===== src/design/gomoku_board_pkg.sv =====
// fixed 15x15 board; cell 0 is the top-left corner and cells run row by row
package gomoku_board_pkg;

    localparam int BOARD_N = 15;
    localparam int CELLS   = BOARD_N * BOARD_N;

    // occupancy of one intersection
    typedef enum logic [1:0] {
        CELL_EMPTY = 2'd0,
        CELL_ATK   = 2'd1,
        CELL_DEF   = 2'd2
    } cell_t;

    // element i holds row i / 15, column i % 15
    typedef cell_t [CELLS-1:0] board_t;

    typedef logic [3:0] coord_t;
    typedef logic [7:0] cell_idx_t;

    // flat board index of a row and column
    function automatic cell_idx_t cell_index(input coord_t row, input coord_t col);
        return cell_idx_t'(row * BOARD_N + col);
    endfunction

endpackage

===== src/design/move_report.sv =====
// o_x and o_y mean something only with o_win set; they read 0 after a lost search
`timescale 1ns/1ps

module move_report
    import gomoku_board_pkg::*;
(
    input  logic   i_clk,
    input  logic   i_rst_n,
    input  logic   i_start,
    input  logic   i_root_done,
    input  logic   i_root_win,
    input  coord_t i_root_x,
    input  coord_t i_root_y,
    output logic   o_done,
    output logic   o_win,
    output coord_t o_x,
    output coord_t o_y
);

    always_ff @(posedge i_clk, negedge i_rst_n) begin
        if (!i_rst_n) begin
            o_done <= 1'b0;
            o_win  <= 1'b0;
            o_x    <= '0;
            o_y    <= '0;
        end else begin
            // root done is already a single-cycle pulse
            o_done <= i_root_done;
            if (i_start) begin
                o_win <= 1'b0;
            end else if (i_root_done) begin
                o_win <= i_root_win;
                if (i_root_win) begin
                    o_x <= i_root_x;
                    o_y <= i_root_y;
                end else begin
                    o_x <= '0;
                    o_y <= '0;
                end
            end
        end
    end

endmodule


===== config.mk =====
export PLATFORM = sky130hd
export DESIGN_NAME = move_report
export DESIGN_NICKNAME = d
export VERILOG_FILES = /design/src/design/gomoku_board_pkg.sv /design/src/design/move_report.sv
export SDC_FILE = /design/constraint.sdc
export NUM_CORES = 1
export LEC_CHECK = 0
export BUFFER_PORTS_ARGS = -buffer_cell sky130_fd_sc_hd__buf_2
export CORE_AREA = 5 5 42 44
export CTS_CLUSTER_SIZE = 10
export DETAILED_ROUTE_END_ITERATION = 10
export DIE_AREA = 0 0 47 49
export PLACE_DENSITY = 0.62
export SYNTH_ARGS = -nofsm -noshare
export SYNTH_HDL_FRONTEND = slang
export SYNTH_SLANG_ARGS = --single-unit

===== constraint.sdc =====
create_clock -name i_clk -period 1.3 [get_ports i_clk]
set_clock_uncertainty 0.1 [all_clocks]
set_input_delay 0.195 -clock i_clk [delete_from_list [all_inputs] [get_ports i_clk]]
set_output_delay 0.195 -clock i_clk [all_outputs]
set_load 0.03 [all_outputs]

Word level (Yosys, flattened, before mapping)
Cells that the tools add are included.
{ "classes": {"muxes": 4, "n_bitwise": 1, "reduce_logical": 2} }
{ "op_table": {"columns": ["cell", "count"], "rows": [
  ["4-bit 2-to-1 mux", 2],
  ["1-bit 2-to-1 mux", 2],
  ["2-bit AND reduction", 1],
  ["2-bit nonzero test", 1],
  ["1-bit NOT", 1]
]} }
{ "totals": {"ff_bits": 10, "inputBits": 13, "output_inout_bits": 10, "elab_cells": 11} }

Logic depth before layout (Yosys ltp)
Gate-level depths: netlist of run 1.
{ "depth": {"depth_word": 2, "ltp_mapped": 3, "depth_no_buf": 2} }

Least setup slack after synthesis of run 1
No wires, ideal clock.
{ "synth_path": {"path_type": "reg-to-reg", "from": "reg o_win (netlist name)", "to": "reg o_win", "setup_time_ns": 0.119, "t_arrival_ns": 0.668, "t_required_ns": 1.081, "slack_ns": 0.414, "stages_incl_launch_ff": 3, "n_path_buf": 0, "synth_period_minus_slack_ns": 0.886, "cell_sequence": "dfrtp_1 mux2i_1 nor2_1"} }
{ "synth_rtl": {"columns": ["element", "line", "text"], "rows": [
  ["end signal: assignment", "move_report.sv:32", "o_win <= i_root_win;"],
  ["end: declaration", "move_report.sv:15", "output logic o_win,"]
]} }

Worst setup path after layout of run 1
{ "layout_path": {"from": "reg o_x[3]", "to": "out o_x[3]"} }
{ "layout_rtl": {"columns": ["element", "line", "text"], "rows": [
  ["start: declaration", "move_report.sv:16", "output coord_t o_x,"],
  ["start signal: assignment", "move_report.sv:34", "o_x <= i_root_x;"]
]} }
No word-level cell between the ends.

==> metrics.cfg, run 1 <==
[outcome]
status=finished clean

[timing]
finalCritPeriodShare_pct=84.6
tightest_slew_ns=0.307
drv_slew=0
fin_setup_tns_ns=0
fin_crit_ns=1.10
rsz0062_at_grt=no
fmax_ghz=0.909
max-slew-margin-rel_pct=79.5
setup_viol=0
hold_violations=0

[placed_design]
placed_area_sq_um=548
dpl.hpwl_um=653
gp_congestion=0.617
port_buffers=22

[cts]
cts.sinks=10
ctsLongestPathBuffers=2
post_cts_resize_count=0
cts-root-buf=clkbuf_4
cts_buffers=3
cts_setup_buffers=0
clock_latency_ns=0.25
cts_tree=built
htreeDepth=1
path_clk_slew_ns=0.06

[setup_path]
cp_num_buf_inv=1
cp_cell_sequence=buf_2
path_class=register to output port
crit_path_start_kind=register
critPathArrivalTime_ns=0.80
cpLargestDelayFamily=flip-flops
critPathSlowestCell=dfrtp_1
cp_max_fo=2
end_kind=output port
slowest_delay_ns=0.38
critPathRequiredTime_ns=1.00

[drt]
drc=0
detail_route.wl_per_cell_um=10.4
drtIter0Drc=6
drt-vias-per-instance=4.05
routed_wl_um=830
firstDrtPassIters=3
vias=324
ant_nets=0

[pwr]
p_per_area_nw_per_um2=1280
p_leak_nw=0.331
total_power_uw=757
peakVddDrop_v=0.000528

[final_layout]
final_layout_size_suffix_gt1_share_pct=40.6
mostFrequentLayoutCell=buf_2
final_cell_mix=buf_2 (22), dfrtp_1 (10), mux2i_1 (9), inv_1 (8), nand2_1 (8)
area.growth.synth_to_final_pct=36.0
n_antenna_cell=0
postLayoutCellArea_sq_um=591
final_nets=79

[logic_synthesis]
synth_seq_cells=10
ys_top_cells_by_area=dfrtp_1 (58%), mux2i_1 (21%), inv_1 (6.9%)
synth.distinct_cells=8
avgSynthCellArea_sq_um=11.1
synth_area_sq_um=434
synth-warning-count=0
ys_seq_area_share_pct=57.6
synthCells=39
yosys.area.top_type=dfrtp_1
synth_top_area_share_pct=57.6
synth_nets=52

[floorplan]
die_area_sq_um=2300
die_h_um=49
die_w_um=47
core_area_sq_um=1400
ios=23
initial_core_util_pct=31.0
placementRows=14

[global_route]
grt_overflow_total=0
track_usage_pct=8.41
grt_pass1_vias=344
antenna_found_initial=0
grt_pass1_wl_um=1430
grt_max_degree=11

[flow_run]
drv_cap=0

[min_path]
holdCritPathClass=primary input to register

==> synthesized netlist by cell type (all sizes together) <==
library cell	number
buf	2
dfrtp	10
inv	8
mux2i	9
nand2	8
nor2	1
nor2b	1
==> timing repair <==
action	CTS	global route
hold buffers	2	0
endpoints found under the setup margin	0	0
hold endpoints to repair	11	0
==> logic make-up after synthesis <==
logic type,after synthesis,synth area share [%]
mux,9,20.8
buf+inv,10,10.7
flops,10,57.6
simple gates,10,10.9
==> path summary, 6_finish.rpt <==
kind                               from      to  slack [ns]  cells after the start
worst min register to register   o_y[2]  o_y[2]        0.41                      2
worst max register to register    o_win   o_win        0.55                      2
worst max-delay path             o_x[3]  o_x[3]        0.20                      1
min in group asynchronous       i_rst_n  o_x[1]        0.23                      2
max in group asynchronous       i_rst_n  o_y[1]        0.68                      2
worst min-delay path            i_start   o_win        0.04                      2
==> layer usage <==
layer  global-route usage (%)  vias to the layer above  wire (um)
li1                         -                      166          -
met1                     11.6                      144        348
met2                     11.5                       14        382
met3                     3.69                        0        100
met4                     2.76                        0          0
met5                        0                        -          0
==> through the flow <==
| stage | hold WS, ns | setup WS (ns) | util, % | std cells |
|---|---|---|---|---|
| final | 0.0383 | 0.200 | 42.1 | 80 |
| after global routing | 0.0367 | 0.139 | 42.1 | 80 |
| after CTS | 0.0338 | 0.184 | 42.1 | 80 |
| after detailed placement | -0.0320 | 0.260 | 39.1 | 75 |
| after global placement | -0.0372 | 0.286 | 39.1 | 75 |
| after floorplan | -0.201 | 0.414 | - | 39 |
==> power breakdown <==
| part | leakage, nW | internal [mW] | switching, mW |
|---|---|---|---|
| registers | 0.127 | 0.347 | 0.0169 |
| logic | 0.190 | 0.0683 | 0.129 |
| clock network | 0.0138 | 0.106 | 0.0897 |
==> state kept, by name, indices dropped and copies added (netlist names) <==
name    count
o_y         4
o_done      1
o_x         4
o_win       1
==> cell type report <==
| cell class | count | area, sq um |
|---|---|---|
| fillers | 154 | 811 |
| flip-flops and latches | 10 | 250 |
| multi-input cells | 19 | 138 |
| repair buffers | 24 | 130 |
| inverters | 8 | 30.0 |
| clock buffers | 3 | 22.5 |
| well taps | 16 | 20.0 |
No activity file was read; power rests on OpenSTA's default activity.
==> run 2: changes to the inputs <==
==> constraint.sdc (replaced) <==
create_clock -name i_clk -period 1.1 [get_ports i_clk]
set_clock_uncertainty 0.1 [all_clocks]
set_input_delay 0.165 -clock i_clk [delete_from_list [all_inputs] [get_ports i_clk]]
set_output_delay 0.165 -clock i_clk [all_outputs]
set_load 0.03 [all_outputs]
==> metrics.cfg, run 2 (synthesized netlist as in run 1, its figures left out) <==
[final_layout]
postLayoutCellArea_sq_um=684  ; was 591 sq um
regArea_sq_um=250  ; unchanged
mostFrequentLayoutCell=buf_2  ; unchanged
multi_input_area_sq_um=138  ; unchanged
reg_top3=o_x: 4 flops, o_y: 4 flops  ; unchanged
final_nets=81  ; was 79
stdcell_count=83  ; was 80
area.growth.synth_to_final_pct=57.6  ; was 36.0%
n_antenna_cell=0  ; unchanged
final_layout_size_suffix_gt1_share_pct=41.8  ; was 40.6%
final_cell_mix=buf_2 (12), dfrtp_1 (10), buf_6 (10), mux2i_1 (9)  ; was buf_2 (22), dfrtp_1 (10), mux2i_1 (9), inv_1 (8), nand2_1 (8)
fillers=139  ; was 154

[placed_design]
port_buffers=22  ; unchanged
gp_congestion=0.617  ; about the same
placed_area_sq_um=548  ; unchanged
placed_cells=75  ; unchanged

[min_path]
holdCritPathClass=primary input to register  ; unchanged
hp-start=i_root_x[0]  ; was i_start

[drt]
drt-vias-per-instance=4.19  ; was 4.05
ant_nets=0  ; unchanged
firstDrtPassIters=2  ; was 3
drc=0  ; unchanged
routed_wl_um=947  ; was 830 um
detail_route.wl_per_cell_um=11.4  ; was 10.4 um
drtIter0Drc=3  ; was 6
vias=348  ; was 324

[timing]
drv_slew=0  ; unchanged
hold_violations=0  ; unchanged
tightest_slew_ns=0.301  ; was 0.307 ns
setup_viol=0  ; unchanged
finalCritPeriodShare_pct=97.3
rsz0062_at_grt=yes  ; was no
max-slew-margin-rel_pct=79.9  ; was 79.5%
fin_crit_ns=1.07
fmax_ghz=0.934

[pwr]
p_per_area_nw_per_um2=1550  ; was 1280 nW/um^2
total_power_mw=1.06  ; was 757 uW
p_leak_nw=0.362  ; was 0.331 nW
peakVddDrop_v=0.000792  ; was 0.000528 V

[setup_path]
path_class=register to output port  ; unchanged
slowest_delay_ns=0.40  ; was 0.38 ns
critPathRequiredTime_ns=0.83  ; was 1.00 ns
startpoint=o_x[0]  ; was o_x[3]
cp_num_buf_inv=1  ; unchanged
critPathArrivalTime_ns=0.81  ; was 0.80 ns
end_kind=output port  ; unchanged
cp_cell_sequence=buf_6  ; was buf_2
cp_max_fo=2  ; unchanged
cpLargestDelayFamily=flip-flops  ; unchanged
crit_path_start_kind=register  ; unchanged
reg2reg_from=o_x[1]  ; was o_win
critPathSlowestCell=dfrtp_1  ; unchanged

[floorplan]
die_w_um=47  ; unchanged
placementRows=14  ; unchanged
core_area_sq_um=1400  ; unchanged
ios=23  ; unchanged
die_h_um=49  ; unchanged
die_area_sq_um=2300  ; unchanged
initial_core_util_pct=31.0  ; unchanged

[global_route]
grt_overflow_total=0  ; unchanged
grt_pass1_wl_um=1520  ; was 1430 um
antenna_found_initial=0  ; unchanged
grt_pass1_vias=369  ; was 344
track_usage_pct=9.56  ; was 8.41%
grt_max_degree=11  ; unchanged

[cts]
path_clk_slew_ns=0.07  ; was 0.06 ns
cts-root-buf=clkbuf_4  ; unchanged
clock_latency_ns=0.26  ; was 0.25 ns
cts_tree=built  ; unchanged
cts.sinks=10  ; unchanged
ctsLongestPathBuffers=2  ; unchanged
cts_buffers=3  ; unchanged
htreeDepth=1  ; unchanged

[flow_run]
drv_cap=0  ; unchanged

[outcome]
status=finished clean  ; unchanged

run 2: metal layers:
metal	share of wire (%)	up-vias	wire, um	global-route usage (%)
met5	0	-	0	0
met4	0	0	0	6.91
met3	9.3	0	88	3.69
met2	52	14	495	14.3
met1	38	162	363	10.6
li1	-	172	-	-
run 2: path summary, 6_finish.rpt:
| kind | cells past startpoint | to | slack [ns] |
|---|---|---|---|
| worst max-delay path | 1 | o_x[0] | 0.03 |
| worst min-delay path | 3 | o_x[0] | 0.04 |
| worst max register to register | 3 | o_x[1] | 0.25 |
| worst min register to register | 2 | o_y[2] | 0.44 |
| max in group asynchronous | 2 | o_x[3] | 0.50 |
| min in group asynchronous | 2 | o_x[0] | 0.21 |
run 2: power by group:
part / switching [mW] / internal (mW) / total [mW]
logic: 0.156 / 0.139 / 0.295
clock network: 0.124 / 0.201 / 0.325
registers: 0.0308 / 0.411 / 0.442
total: 0.311 / 0.751 / 1.06
run 2: through the flow:
step	utilization [%]	hold slack, ns	setup WS (ns)	TNS, ns
global route	48.8	0.0322	-0.0123	-0.0308
CTS	44.4	0.0321	0.000103	0
floorplan	-	-0.231	0.214	0
detailed placement	39.1	-0.0629	0.0883	0
finish	48.8	0.0433	0.0299	0
global placement	39.1	-0.0672	0.116	0
run 2: cell type report:
class | count | share of cell area (%)
clock buffer | 4 | 5.30
inverter | 8 | 4.39
multi-input combinational | 19 | 20.1
sequential | 10 | 36.6
tap | 16 | 2.93
timing repair buffer | 26 | 30.7
run 2: what timing repair did:
item,CTS,global route
resized for setup,3,24
pin swaps,0,0
setup buffers,0,1
gates cloned,0,0
endpoints found under the hold margin,12,0
hold buffers,3,0
endpoints found under the setup margin,3,10
run 2: tightest hold or removal path: cells and delay by family:
family | cells | cell delay (ns)
buf+inv | 1 | 0.09
mux | 1 | 0.06
simple gates | 1 | 0.05
==> run 3: changes to the inputs <==
==> constraint.sdc (replaced) <==
create_clock -name i_clk -period 1.1 [get_ports i_clk]
set_clock_uncertainty 0.1 [all_clocks]
set_input_delay 0.22 -clock i_clk [delete_from_list [all_inputs] [get_ports i_clk]]
set_output_delay 0.22 -clock i_clk [all_outputs]
set_load 0.03 [all_outputs]
==> metrics.cfg, run 3 (synthesized netlist as in run 1, its figures left out) <==
[floorplan]
initial_core_util_pct=31.0  ; unchanged
die_h_um=49  ; unchanged
ios=23  ; unchanged
die_area_sq_um=2300  ; unchanged
core_area_sq_um=1400  ; unchanged
placementRows=14  ; unchanged
die_w_um=47  ; unchanged

[timing]
setup_viol=5  ; was 0
fin_crit_ns=1.11  ; was 1.07 ns
finalCritPeriodShare_pct=101  ; was 97.3%
setup_ws_ns=-0.00871  ; was 0.0299 ns
fmax_ghz=0.902  ; was 0.934 GHz
max-slew-margin-rel_pct=79.5  ; was 79.9%
hold_violations=0  ; unchanged
drv_slew=0  ; unchanged
rsz0062_at_grt=yes  ; unchanged
tightest_slew_ns=0.306  ; was 0.301 ns
fin_setup_tns_ns=-0.0369  ; was 0 ns

[global_route]
grt_overflow_total=0  ; unchanged
use_met3_pct=3.69  ; unchanged
grt_max_degree=11  ; unchanged
grt_pass1_vias=369  ; unchanged
grt_pass1_wl_um=1480  ; was 1520 um
grtUsageMet2_pct=12.7  ; was 14.3%
grt_most_used_layer=met2  ; unchanged
antenna_found_initial=0  ; unchanged
track_usage_pct=8.77  ; was 9.56%
use_met1_pct=11.6  ; was 10.6%

[final_layout]
multi_input_area_sq_um=138  ; unchanged
area.growth.synth_to_final_pct=53.9  ; was 57.6%
reg_top3=o_x: 4 flops, o_y: 4 flops  ; unchanged
final_cell_mix=buf_2 (12), dfrtp_1 (10), buf_6 (10), mux2i_1 (9)  ; unchanged
fillers=147  ; was 139
mostFrequentLayoutCell=buf_2  ; unchanged
regArea_sq_um=250  ; unchanged
final_nets=81  ; unchanged
n_antenna_cell=0  ; unchanged
final_layout_size_suffix_gt1_share_pct=42.4  ; was 41.8%

[placed_design]
gp_congestion=0.617  ; about the same
dpl.hpwl_um=654
port_buffers=22  ; unchanged

[flow_run]
drv_cap=0  ; unchanged

[setup_path]
end_kind=output port  ; unchanged
reg2reg_from=o_y[0]  ; was o_x[1]
cp_cell_sequence=buf_6  ; unchanged
crit_path_start_kind=register  ; unchanged
critPathSlowestCell=dfrtp_1  ; unchanged
startpoint=o_y[3]  ; was o_x[0]
path_class=register to output port  ; unchanged
cp_num_buf_inv=1  ; unchanged
cp_max_fo=2  ; unchanged
critPathArrivalTime_ns=0.79  ; was 0.81 ns
cpLargestDelayFamily=flip-flops  ; unchanged
critPathRequiredTime_ns=0.78  ; was 0.83 ns
slowest_delay_ns=0.40  ; about the same

[cts]
cts-root-buf=clkbuf_4  ; unchanged
clock_latency_ns=0.25  ; was 0.26 ns
htreeDepth=1  ; unchanged
cts_buffers=3  ; unchanged
ctsLongestPathBuffers=2  ; unchanged
cts_tree=built  ; unchanged
cts.sinks=10  ; unchanged
path_clk_slew_ns=0.06  ; was 0.07 ns

[drt]
firstDrtPassIters=1  ; was 2
ant_nets=0  ; unchanged
detail_route.wl_per_cell_um=10.5  ; was 11.4 um
drtIter0Drc=0  ; was 3
routed_wl_um=857  ; was 947 um
drt-vias-per-instance=4.09  ; was 4.19
vias=335  ; was 348
drc=0  ; unchanged

[outcome]
violations=setup timing
status=finished, violations left  ; was finished clean

[pwr]
peakVddDrop_v=0.000666  ; was 0.000792 V
p_leak_nw=0.356  ; was 0.362 nW
p_per_area_nw_per_um2=1450  ; was 1550 nW/um^2
total_power_uw=971  ; was 1.06 mW

[min_path]
holdCritPathClass=primary input to register  ; unchanged
hp-start=i_start  ; was i_root_x[0]

[run 3: stage by stage]
step / instances / util, % / cell area, sq um / setup slack, ns / hold WS (ns)
6_report: 82 / 47.7 / 668 / -0.00871 / 0.0644
5_1_grt: 82 / 47.7 / 668 / -0.0556 / 0.0581
4_1_cts: 81 / 47.0 / 658 / -0.0197 / 0.00164
3_5_place_dp: 75 / 39.1 / 548 / 0.0342 / -0.00696
3_3_place_gp: 75 / 39.1 / 548 / 0.0605 / -0.0122
2_1_floorplan: 39 / - / 434 / 0.214 / -0.176
[run 3: worst reg2reg max path: cells and delay by family (launching register included)]
| family | cells | cell delay (ns) |
|---|---|---|
| buf+inv | 2 | 0.18 |
| flops | 1 | 0.39 |
| mux | 1 | 0.06 |
[run 3: report_power, final]
| group | internal, mW | switching, mW |
|---|---|---|
| combinational | 0.142 | 0.155 |
| clock | 0.125 | 0.106 |
| sequential | 0.411 | 0.0309 |
| total | 0.679 | 0.293 |
[run 3: per-layer routing]
metal	part of all wire, %	vias up
met4	0	0
li1	-	171
met1	42	150
met2	49	14
met3	9.3	0
met5	0	-
[run 3: path summary, 6_finish.rpt]
path                            depth (start not counted)  slack [ns]  endpoint
worst min register to register                          2        0.44    o_y[2]
worst max register to register                          3        0.26    o_y[0]
max in group asynchronous                               2        0.45    o_y[1]
worst max-delay path                                    1      -0.009    o_y[3]
worst min-delay path                                    2        0.06     o_win
min in group asynchronous                               2        0.25    o_x[1]
[run 3: final cells by class]
cell class,count,share of cell area (%)
sequential,10,37.5
timing repair buffer,26,31.1
multi-input combinational,19,20.6
inverter,8,4.49
clock buffer,3,3.37
tap,16,3.00
[run 3: what timing repair did]
action / CTS / global route
cloned: 0 / 0
pin swaps: 0 / 0
endpoints found under the setup margin: 10 / 10
hold buffers: 1 / 1
buffers inserted: 2 / 0
hold endpoints to repair: 10 / 1
resized for setup: 20 / 0
